$ cat src/verilog/clint_pkg.sv
`default_nettype none

package clint_pkg;

   // command operation carried in the first field of every message.
   typedef enum logic {
      clint_op_rd = 1'b0,
      clint_op_wr = 1'b1
   } clint_op_e;

   // device-local byte address.
   typedef logic [15:0] clint_addr_t;

   localparam int DWORD_W = 64;

   // register map of the slice. Anything else reads as zero.
   localparam clint_addr_t MSIP_ADDR     = 16'h0000;
   localparam clint_addr_t MTIMECMP_ADDR = 16'h4000;
   localparam clint_addr_t MEIP_ADDR     = 16'hb000;
   localparam clint_addr_t MTIME_ADDR    = 16'hbff8;

   // every write carries a full dword, so there is no size field.
   typedef struct packed {
      clint_op_e          op;
      clint_addr_t        addr;
      logic [DWORD_W-1:0] data;
   } clint_cmd_s;

   // data holds the read value on a read and zero on a write.
   typedef struct packed {
      clint_op_e          op;
      clint_addr_t        addr;
      logic [DWORD_W-1:0] data;
   } clint_resp_s;

endpackage

`default_nettype wire
$ cat src/verilog/clint_slice.sv
`default_nettype none

module clint_slice #(
   parameter int CMD_DEPTH  = 2,
   parameter int RESP_DEPTH = 2,
   parameter int MTIME_DIV  = 8
) (
   input  wire                        clk_i,
   input  wire                        rst_i,

   input  wire clint_pkg::clint_cmd_s cmd_i,
   input  wire                        cmd_valid_i,
   output logic                       cmd_ready_o,

   output clint_pkg::clint_resp_s     resp_o,
   output logic                       resp_valid_o,
   input  wire                        resp_ready_i,

   output logic                       timer_irq_o,
   output logic                       software_irq_o,
   output logic                       external_irq_o
);

   import clint_pkg::*;

   clint_cmd_s         cmd_head;
   logic               cmd_head_valid;
   logic               cmd_pop;
   clint_resp_s        resp_new;
   logic               resp_slot_ready;
   logic               mtime_set;
   logic [DWORD_W-1:0] mtime_set_val;
   logic [DWORD_W-1:0] mtime;

   clint_msg_fifo #(
      .payload_t (clint_cmd_s),
      .DEPTH     (CMD_DEPTH)
   ) u_cmd_fifo (
      .clk_i   (clk_i),
      .rst_i   (rst_i),
      .data_i  (cmd_i),
      .valid_i (cmd_valid_i),
      .ready_o (cmd_ready_o),
      .data_o  (cmd_head),
      .valid_o (cmd_head_valid),
      .ready_i (cmd_pop)
   );

   // the pop that retires a command is also the push of its response.
   clint_csr_block u_csr (
      .clk_i           (clk_i),
      .rst_i           (rst_i),
      .cmd_i           (cmd_head),
      .cmd_valid_i     (cmd_head_valid),
      .cmd_pop_o       (cmd_pop),
      .resp_o          (resp_new),
      .resp_ready_i    (resp_slot_ready),
      .mtime_i         (mtime),
      .mtime_set_o     (mtime_set),
      .mtime_set_val_o (mtime_set_val),
      .timer_irq_o     (timer_irq_o),
      .software_irq_o  (software_irq_o),
      .external_irq_o  (external_irq_o)
   );

   clint_msg_fifo #(
      .payload_t (clint_resp_s),
      .DEPTH     (RESP_DEPTH)
   ) u_resp_fifo (
      .clk_i   (clk_i),
      .rst_i   (rst_i),
      .data_i  (resp_new),
      .valid_i (cmd_pop),
      .ready_o (resp_slot_ready),
      .data_o  (resp_o),
      .valid_o (resp_valid_o),
      .ready_i (resp_ready_i)
   );

   clint_mtime #(
      .MTIME_DIV (MTIME_DIV)
   ) u_mtime (
      .clk_i     (clk_i),
      .rst_i     (rst_i),
      .set_i     (mtime_set),
      .set_val_i (mtime_set_val),
      .mtime_o   (mtime)
   );

endmodule

`default_nettype wire

$ cat src/verilog/clint_csr_block.sv
`default_nettype none

module clint_csr_block (
   input  wire                             clk_i,
   input  wire                             rst_i,

   input  wire clint_pkg::clint_cmd_s      cmd_i,
   input  wire                             cmd_valid_i,
   output logic                            cmd_pop_o,

   output clint_pkg::clint_resp_s          resp_o,
   input  wire                             resp_ready_i,

   input  wire [clint_pkg::DWORD_W-1:0]    mtime_i,
   output logic                            mtime_set_o,
   output logic [clint_pkg::DWORD_W-1:0]   mtime_set_val_o,

   output logic                            timer_irq_o,
   output logic                            software_irq_o,
   output logic                            external_irq_o
);

   import clint_pkg::*;

   logic               is_wr;
   logic               do_wr;
   logic               sel_msip;
   logic               sel_mtimecmp;
   logic               sel_meip;
   logic               sel_mtime;
   logic [DWORD_W-1:0] rdata;
   logic [DWORD_W-1:0] mtimecmp_q;
   logic               msip_q;
   logic               meip_q;

   assign is_wr = (cmd_i.op == clint_op_wr);

   // the head command retires only when its response has a slot to go to.
   assign cmd_pop_o = cmd_valid_i & resp_ready_i;
   assign do_wr     = cmd_pop_o & is_wr;

   always_comb begin
      sel_msip     = 1'b0;
      sel_mtimecmp = 1'b0;
      sel_meip     = 1'b0;
      sel_mtime    = 1'b0;
      rdata        = '0;
      case (cmd_i.addr)
         MSIP_ADDR: begin
            sel_msip = 1'b1;
            rdata    = DWORD_W'(msip_q);
         end
         MTIMECMP_ADDR: begin
            sel_mtimecmp = 1'b1;
            rdata        = mtimecmp_q;
         end
         MEIP_ADDR: begin
            sel_meip = 1'b1;
            rdata    = DWORD_W'(meip_q);
         end
         MTIME_ADDR: begin
            sel_mtime = 1'b1;
            rdata     = mtime_i;
         end
         default: begin
            // unmapped addresses read as zero.
            rdata = '0;
         end
      endcase
   end

   // mtime itself lives in the timer, this block only asks it to load.
   assign mtime_set_o     = do_wr & sel_mtime;
   assign mtime_set_val_o = cmd_i.data;

   always_ff @(posedge clk_i) begin
      if (rst_i) begin
         mtimecmp_q <= '1;
         msip_q     <= 1'b0;
         meip_q     <= 1'b0;
      end else if (do_wr) begin
         if (sel_mtimecmp) begin
            mtimecmp_q <= cmd_i.data;
         end
         if (sel_msip) begin
            msip_q <= cmd_i.data[0];
         end
         if (sel_meip) begin
            meip_q <= cmd_i.data[0];
         end
      end
   end

   assign resp_o = '{op:   cmd_i.op,
                     addr: cmd_i.addr,
                     data: is_wr ? '0 : rdata};

   assign timer_irq_o    = (mtime_i >= mtimecmp_q);
   assign software_irq_o = msip_q;
   assign external_irq_o = meip_q;

endmodule

`default_nettype wire

$ cat src/verilog/clint_mtime.sv
`default_nettype none

module clint_mtime #(
   parameter int MTIME_DIV = 8
) (
   input  wire                             clk_i,
   input  wire                             rst_i,

   input  wire                             set_i,
   input  wire [clint_pkg::DWORD_W-1:0]    set_val_i,
   output logic [clint_pkg::DWORD_W-1:0]   mtime_o
);

   localparam int             DIV_W    = $clog2(MTIME_DIV);
   localparam logic [DIV_W-1:0] DIV_LOAD = DIV_W'(MTIME_DIV - 1);

   logic [DIV_W-1:0] div_cnt;
   logic             tick;

   if (MTIME_DIV < 2) begin : g_div_check
      $error("clint_mtime: MTIME_DIV must be at least 2");
   end

   // the divider counts DIV_LOAD down to zero, so one tick per MTIME_DIV cycles.
   assign tick = (div_cnt == '0);

   always_ff @(posedge clk_i) begin
      if (rst_i) begin
         div_cnt <= DIV_LOAD;
         mtime_o <= '0;
      end else if (set_i) begin
         // a software write wins over a pending tick and restarts the divider.
         div_cnt <= DIV_LOAD;
         mtime_o <= set_val_i;
      end else if (tick) begin
         div_cnt <= DIV_LOAD;
         mtime_o <= mtime_o + 1'b1;
      end else begin
         div_cnt <= div_cnt - 1'b1;
      end
   end

endmodule

`default_nettype wire

$ cat src/verilog/clint_msg_fifo.sv
`default_nettype none

module clint_msg_fifo #(
   parameter type payload_t = logic,
   parameter int  DEPTH     = 2
) (
   input  wire      clk_i,
   input  wire      rst_i,

   input  wire payload_t data_i,
   input  wire      valid_i,
   output logic     ready_o,

   output payload_t data_o,
   output logic     valid_o,
   input  wire      ready_i
);

   // a single-entry buffer still needs a one-bit pointer.
   localparam int PTR_W = (DEPTH > 1) ? $clog2(DEPTH) : 1;
   localparam int CNT_W = $clog2(DEPTH + 1);

   payload_t         mem [DEPTH];
   logic [PTR_W-1:0] wr_ptr;
   logic [PTR_W-1:0] rd_ptr;
   logic [CNT_W-1:0] count;
   logic             push;
   logic             pop;

   function automatic logic [PTR_W-1:0] next_ptr(input logic [PTR_W-1:0] ptr);
      if (ptr == PTR_W'(DEPTH - 1)) begin
         return '0;
      end
      return ptr + 1'b1;
   endfunction

   assign ready_o = (count != CNT_W'(DEPTH));
   assign valid_o = (count != '0);
   assign push    = valid_i & ready_o;
   assign pop     = valid_o & ready_i;
   assign data_o  = mem[rd_ptr];

   always_ff @(posedge clk_i) begin
      if (rst_i) begin
         wr_ptr <= '0;
         rd_ptr <= '0;
         count  <= '0;
      end else begin
         if (push) begin
            wr_ptr <= next_ptr(wr_ptr);
         end
         if (pop) begin
            rd_ptr <= next_ptr(rd_ptr);
         end
         // a push and a pop in the same cycle leave the occupancy alone.
         case ({push, pop})
            2'b10:   count <= count + 1'b1;
            2'b01:   count <= count - 1'b1;
            default: count <= count;
         endcase
      end
   end

   always_ff @(posedge clk_i) begin
      if (push) begin
         mem[wr_ptr] <= data_i;
      end
   end

endmodule

`default_nettype wire

$ cat config.mk
export PLATFORM = sky130hd
export DESIGN_NAME = clint_slice
export DESIGN_NICKNAME = d
export VERILOG_FILES = /design/src/verilog/clint_pkg.sv /design/src/verilog/clint_slice.sv /design/src/verilog/clint_csr_block.sv /design/src/verilog/clint_mtime.sv /design/src/verilog/clint_msg_fifo.sv
export SDC_FILE = /design/constraint.sdc
export NUM_CORES = 1
export LEC_CHECK = 0
export BUFFER_PORTS_ARGS = -buffer_cell sky130_fd_sc_hd__clkbuf_2
export CAP_MARGIN = 30
export CELL_PAD_IN_SITES_DETAIL_PLACEMENT = 1
export CELL_PAD_IN_SITES_GLOBAL_PLACEMENT = 1
export CORE_ASPECT_RATIO = 0.8
export CORE_MARGIN = 3
export CORE_UTILIZATION = 45
export CTS_BUF_LIST = sky130_fd_sc_hd__clkbuf_8
export DETAILED_ROUTE_END_ITERATION = 8
export PLACE_DENSITY_LB_ADDON = 0.12
export SKIP_CTS_REPAIR_TIMING = 1
export SYNTH_ARGS = -nofsm -noshare
export SYNTH_HDL_FRONTEND = slang
export SYNTH_HIERARCHICAL = 1
export SYNTH_SLANG_ARGS = --single-unit
$ cat constraint.sdc
create_clock -name clk_i -period 3.5 [get_ports clk_i]
set_input_delay 0.175 -clock clk_i [delete_from_list [all_inputs] [get_ports clk_i]]
set_output_delay 0.175 -clock clk_i [all_outputs]
set_load 0.02 [all_outputs]
==> results of run 1 <==
[how the worst max path moves through the flow]
stage                              start               endpoint  slack, ns  depth (start not counted)
CTS                  u_mtime/mtime_o[43]            timer_irq_o       0.08                          7
detailed placement              register   u_csr/mtimecmp_q[18]       0.34                          8
finish                u_mtime/mtime_o[6]            timer_irq_o       0.19                          9
global route          u_mtime/mtime_o[6]            timer_irq_o       0.02                          9
floorplan           u_resp_fifo/count[0]  u_resp_fifo/mem[1][0]       0.30                          3
global placement                register   u_csr/mtimecmp_q[35]       0.41                          8
[metrics by stage]
| step | power [W] | util (%) | area, sq um | cells |
|---|---|---|---|---|
| detailed placement | 0.0116 | 47.8 | 22600 | 2398 |
| global placement | 0.0115 | 47.8 | 22600 | 2398 |
| finish | 0.0159 | 52.5 | 24800 | 2622 |
| floorplan | 0.0106 | - | 21600 | 1749 |
| global route | 0.0167 | 52.5 | 24800 | 2622 |
| CTS | 0.0160 | 50.7 | 23900 | 2539 |
[placed cells by master, fill, tap and decap left out, drive strengths merged, types with 17 or more instances in the layout]
cell         netlist  layout
nand2             55      55
o21ai             21      21
nor4              23      23
mux2             163     163
nand3             23      23
nand4             45      45
buf              126      30
dfxtp            143     143
a21oi             40      40
inv               90     122
a211o             65      65
xnor2             23      23
nor2             209     209
dlygate4sd3        0      83
clkinv             0      26
edfxtp           324     324
nor3              21      21
a22oi             64      64
ha                69      69
a311oi            17      17
a211oi            25      25
clkbuf            44     252
[area by class of cell]
class / count / area, sq um / area share (%)
clock inverters: 58 / 240 / 0.969
multi-input cells: 1022 / 7670 / 30.9
inverters: 90 / 340 / 1.37
flip-flops and latches: 467 / 12600 / 50.8
repair buffers: 282 / 2010 / 8.13
well taps: 620 / 776 / 3.13
clock buffers: 83 / 1140 / 4.61
[routing by layer]
metal / vias up / track usage, %
met5: - / 0
met4: 0 / 5.36
met3: 75 / 4.19
met2: 285 / 33.4
met1: 7176 / 29.5
li1: 6830 / -
[power by group]
part / internal (W) / switching, W / leakage, nW
Sequential: 0.00707 / 0.000328 / 4.19
Clock: 0.00219 / 0.00216 / 0.827
Combinational: 0.00157 / 0.00255 / 4.49
[logic make-up after synthesis]
| group | after synthesis | synth area share (%) |
|---|---|---|
| AOI/OAI and AO/OA | 285 | 9.81 |
| muxes | 171 | 8.87 |
| adders and majority gates | 69 | 4.00 |
| xor gates and xnor gates | 39 | 1.58 |
| DFF | 467 | 58.3 |
| and+or+nand+nor | 458 | 11.0 |
| buffers and inverters | 260 | 6.39 |
[registers in the layout (all words and copies together) (netlist names), 2 cells and up, named ones only]
name / flops
u_resp_fifo/mem: 162
u_mtime/div_cnt: 3
u_resp_fifo/count: 2
u_mtime/mtime_o: 64
u_csr/mtimecmp_q: 64
u_cmd_fifo/count: 2
u_cmd_fifo/mem: 162
==> reports/qor_table.md, run 1 <==
| Result | Reported |
| --- | --- |
| Category of the worst setup path capture point | output port |
| DRC violations left | 0 |
| Type of the worst min-delay path | in -> reg |
| Yosys warns | 6 |
| Worst hold path startpoint | rst_i |
| Die Outline Area | 50700 sq um |
| Cell depth of the worst min-delay path | 2 |
| Shortest clock period the worst path allows after layout | 3.31 ns |
| Delay-heaviest family, CP | compound AO/OA/AOI/OAI gates |
| Std-Cell Core Area | 47200 sq um |
| Initial core utilization | 45.8% |
| Final slew viol count | 0 |
| Count leader, synth | sky130_fd_sc_hd__edfxtp_1 |
| Pin count of the biggest net entering global routing | 73 |
| Avg Inst Size Synth | 12.3 sq um |
| Main synth FF type | sky130_fd_sc_hd__edfxtp_1 |
| Global placer's final weighted congestion | 0.792 |
| Total Nets Final | 2095 |
| Total clock sinks | 467 |
| H-tree depth reported by CTS | 3 |
| Critical Path RT | 3.32 ns |
| Number of nets produced by synthesis | 1903 |
| Number of diodes | 0 |
| Kind of start point of the critical path | register |
| Run status | finished, final reports clean |
| Routed WL | 53700 um |
| Slew at the pin closest to its max-slew limit | 0.884 ns |
| Smallest hold slack | 0.0848 ns |
| Top sig layer | met4 |
| Worst R2R End | u_csr/mtimecmp_q[22] |
| Number of buffers on the longest clock path | 3 |
| Initial DRT Pass Iterations | 7 |
| Critical Setup Path Class | reg -> out |
| Sum of buffers and inverters on the critical path | 2 |
| Leading post-synthesis cells by cell area | sky130_fd_sc_hd__edfxtp_1, sky130_fd_sc_hd__dfxtp_1, sky130_fd_sc_hd__mux2_2 |
| Number of setup violations in the final report | 0 |
| Endpoints failing hold | 0 |
| Sequential share of the synthesized area | 58.3% |
| Post-synthesis cell type count | 68 |
| Layout overhead on the synthesized area | 14.8% |
| Number of antenna violations at the first check in global routing | 0 |
| Number of global-route vias before repair | 14674 |
| Fill cells | 4838 |
| Worst-case setup margin in the final layout | 0.193 ns |
| Maxcap violations | 0 |
| Wire length on met1 | 25600 um |
| Reg-to-reg slack, setup | 0.32 ns |
| Fraction of the cycle the final worst path needs | 94.5% |
| Synthesized cell area | 21600 sq um |
| Clock buffer count from CTS | 78 |
| Number of antenna-violating nets in the routed design | 0 |
| Count of vias placed by the detailed router | 14366 |
| Maximum net fanout on the critical path | 6 |
| Top cells by count, synth | sky130_fd_sc_hd__edfxtp_1, sky130_fd_sc_hd__nor2_1, sky130_fd_sc_hd__mux2_2 |
| Area share of the leading cell type in the synthesized netlist | 45.1% |
| Maximum cell stage delay along the critical path | 0.52 ns |
| Worst-case hold path end point | u_resp_fifo/count[0] |
| Upper clock frequency limit | 302 MHz |
| Global route overflow | 0 |
| Die H | 202 um |
| Data arrival at the endpoint of the critical path | 3.13 ns |
| Worst slew margin | 41.1% |
| Yosys top cell by area | sky130_fd_sc_hd__edfxtp_1 |
| Worst reg2reg path depth | 8 |
| Critical path cell sequence | buf_4 > ha_1 > a21oi_1 > nand2_1 > a211o_1 > o2111ai_1 > a31oi_1 > or3b_2 > clkbuf_2 |
| Ratio of cells with drive above 1 in the final layout | 25.0% |
| Cell row count | 71 |
| Number of register bits inferred by synthesis | 467 |
| Post-synthesis instance total | 1749 |
| Root buffer selected by CTS | sky130_fd_sc_hd__clkbuf_8 |
| I/O Pins | 171 |
| Port buffer count | 170 |
| Chip width | 251 um |
| Count of flip-flops with a built-in enable after synthesis | 324 |
| Total Routing Usage GR | 20.9% |
| First-pass GRT wire length | 83200 um |
| Clk slew on worst S/H paths | 0.06 ns |
| Average wire length per cell after detail routing | 20.5 um |
| Wire length on met2 | 25000 um |
| WL met3 | 2190 um |
| Cell Pwr Density | 640 nW/um^2 |
| Worst-skew pair later-pin latency | 0.65 ns |
| Static power due to leakage | 9.51 nW |
| Critical-path cell with the highest stage delay | sky130_fd_sc_hd__or3b_2 |
| Via density per instance | 5.48 |
| Placed wire-length estimate after detailed placement | 36000 um |
| Drt first-iter violations | 872 |
| Setup repair after global routing missed its margin | no |
| Async set-or-reset flop fraction in the synthesized netlist | 0% |
| TritonCTS clock tree | yes |
| Final clock skew | 0.0215 ns |
| Worst slack at placement | 0.339 ns |
| Maximum ir drop on the vdd rail | 770 uV |
| Setup_tns | 0 ns |
(Power assumes the default switching activity.)
==> run 2, diff against run 1 <==
Clock period 3.5 ns to 4.1 ns, I/O delays scaled along.
==> reports/qor_table.md, run 2 (same netlist as run 1, synthesis figures left out) <==
| Result | Reported | Delta |
| --- | --- | --- |
| Data arrival at the endpoint of the critical path | 3.41 ns | +0.28 ns |
| Comb power frac | 25.6% | -0.3 points |
| Global placer's final weighted congestion | 0.768 | -3.0% |
| Setup_tns | 0 ns | unchanged |
| Fill cells | 4928 | +1.9% |
| Most frequent standard cell in the layout excluding fill and tap cells | sky130_fd_sc_hd__edfxtp_1 |  |
| Worst-case setup margin in the final layout | 0.484 ns | +0.291 ns |
| Power Internal | 0.00919 W | -15% |
| Die H | 202 um | unchanged |
| Upper clock frequency limit | 277 MHz |  |
| Multi-input combinational cell area | 7660 sq um | -0.15% |
| Sequential cell area | 12600 sq um | about the same |
| First-pass GRT wire length | 84700 um | +1.7% |
| Worst-skew pair later-pin latency | 0.66 ns | about the same |
| Total clock sinks | 467 | unchanged |
| Sequential share of power | 47.0% | +0.4 points |
| Layout overhead on the synthesized area | 14.9% |  |
| Run status | finished, final reports clean |  |
| Maximum ir drop on the vdd rail | 502 uV | -35% |
| Cell row count | 71 | unchanged |
| Delay-heaviest family, CP | compound AO/OA/AOI/OAI gates |  |
| Initial DRT Pass Iterations | 4 | -3 |
| Static power due to leakage | 9.53 nW | +0.22% |
| Sum of buffers and inverters on the critical path | 1 | -1 |
| Worst slew margin | 37.2% | -3.8 points |
| WL met3 | 1790 um | -19% |
| Pin count of the biggest net entering global routing | 82 | +12% |
| Average wire length per cell after detail routing | 20.6 um | +0.75% |
| Design Area, Final | 24800 sq um | +0.16% |
| Worst slack at placement | 0.687 ns | +0.348 ns |
| Critical path cell sequence | ha_1 > a21oi_1 > o21ai_0 > o311ai_0 > a21oi_1 > or3b_2 > clkbuf_2 |  |
| Total Nets Final | 2097 | +0.095% |
| Critical Path RT | 3.89 ns | +0.57 ns |
| Clock buffer count from CTS | 76 | -2.6% |
| Shortest clock period the worst path allows after layout | 3.62 ns |  |
| Kind of start point of the critical path | register |  |
| Endpoints failing hold | 0 | unchanged |
| TritonCTS clock tree | yes |  |
| Root buffer selected by CTS | sky130_fd_sc_hd__clkbuf_8 |  |
| Number of global-route vias before repair | 15083 | +2.8% |
| Final slew viol count | 0 | unchanged |
| Count of vias placed by the detailed router | 14355 | -0.077% |
| Clk slew on worst S/H paths | 0.07 ns | about the same |
| Maximum cell stage delay along the critical path | 0.83 ns | +0.31 ns |
| Net Switching | 0.00431 W | -15% |
| Top sig layer | met5 |  |
| Maxcap violations | 0 | unchanged |
| H-tree depth reported by CTS | 3 | unchanged |
| Fraction of the cycle the final worst path needs | 88.2% |  |
| Placed cell area | 22600 sq um | +0.24% |
| Std-Cell Core Area | 47200 sq um | unchanged |
| Sw Share | 31.9% | +0.16 points |
| Number of buffers on the longest clock path | 3 | unchanged |
| Ratio of cells with drive above 1 in the final layout | 25.2% | +0.25 points |
| Clock network fraction of total power | 27.4% | about the same |
| Global route overflow | 0 | unchanged |
| Category of the worst setup path capture point | output port |  |
| Number of setup violations in the final report | 0 | unchanged |
| Type of the worst min-delay path | in -> reg |  |
| Die Outline Area | 50700 sq um | unchanged |
| Number of diodes | 0 | unchanged |
| Maximum net fanout on the critical path | 8 | +2 |
| Via density per instance | 5.47 | -0.23% |
| Initial core utilization | 45.8% | unchanged |
| DRC violations left | 0 | unchanged |
| Number of antenna-violating nets in the routed design | 0 | unchanged |
| Routed WL | 54200 um | +0.90% |
| Setup repair after global routing missed its margin | no |  |
| Regs by FF count | u_cmd_fifo/mem (162), u_resp_fifo/mem (162) |  |
| Drt first-iter violations | 762 | -13% |
| Number of antenna violations at the first check in global routing | 1 | +1 |
| Most frequent cells in the layout | sky130_fd_sc_hd__edfxtp_1, sky130_fd_sc_hd__nor2_1, sky130_fd_sc_hd__clkbuf_2, sky130_fd_sc_hd__mux2_2, sky130_fd_sc_hd__dfxtp_1 |  |
| Total Routing Usage GR | 21.2% | +0.24 points |
| Slew at the pin closest to its max-slew limit | 0.930 ns | +0.0456 ns |
| Cell Pwr Density | 544 nW/um^2 | -15% |
| Critical Setup Path Class | reg -> out |  |
| Wire length on met2 | 25700 um | +3.0% |
| Most frequent cell on the critical path | sky130_fd_sc_hd__a21oi_1 |  |
| Chip width | 251 um | unchanged |
| Wire length on met1 | 25900 um | +0.92% |
| Critical-path cell with the highest stage delay | sky130_fd_sc_hd__o311ai_0 |  |
| Port buffer count | 170 | unchanged |
| Final clock skew | 0.0329 ns | +0.0114 ns |
| I/O Pins | 171 | unchanged |
| Placed wire-length estimate after detailed placement | 36400 um | +1.1% |
-- run 2: cell count changes in the layout (fill, tap and decap cells not counted), moves of 4 or more --
cell	before	now
sky130_fd_sc_hd__clkinv_2	8	16
sky130_fd_sc_hd__clkbuf_8	83	77
sky130_fd_sc_hd__clkinv_1	18	13
sky130_fd_sc_hd__clkinvlp_4	0	4
-- run 2: final timing paths --
path	from	depth (start not counted)	to	slack, ns
min	cmd_i[70]	2	u_cmd_fifo/mem[1][70]	0.28
max reg2reg	register	8	u_csr/mtimecmp_q[14]	0.74
min reg2reg	u_mtime/div_cnt[0]	1	u_mtime/div_cnt[0]	0.39
max	u_mtime/mtime_o[19]	7	timer_irq_o	0.48
-- run 2: metrics by stage --
step | hold slack (ns) | power (W) | cells | utilization, %
6_report | 0.277 | 0.0135 | 2626 | 52.6
5_1_grt | 0.230 | 0.0142 | 2626 | 52.6
4_1_cts | -0.339 | 0.0136 | 2542 | 50.8
3_5_place_dp | 0.382 | 0.00988 | 2401 | 47.9
3_3_place_gp | 0.364 | 0.00980 | 2399 | 47.8
2_1_floorplan | 0.274 | 0.00903 | 1749 | -
-- run 2: per-layer routing --
layer,global-route usage [%],vias to the layer above
met5,0,-
met4,5.16,2
met2,34.3,226
met3,4.13,66
li1,-,6833
met1,29.5,7228
-- run 2: layout make-up --
| type | instances | area share [%] |
|---|---|---|
| inverter | 90 | 1.37 |
| tap | 620 | 3.13 |
| clock buffer | 77 | 4.27 |
| sequential | 467 | 50.8 |
| clock inverter | 64 | 1.25 |
| timing repair buffer | 286 | 8.38 |
| multi-input combinational | 1022 | 30.8 |
-- run 2: power by group through the flow --
stage                     Clock (W)  Sequential, W  Combinational, W
after floorplan                   0        0.00630           0.00273
after global placement            0        0.00640           0.00340
after detailed placement          0        0.00645           0.00343
after CTS                   0.00383        0.00636           0.00345
after global routing        0.00405        0.00643           0.00371
final                       0.00370        0.00635           0.00345
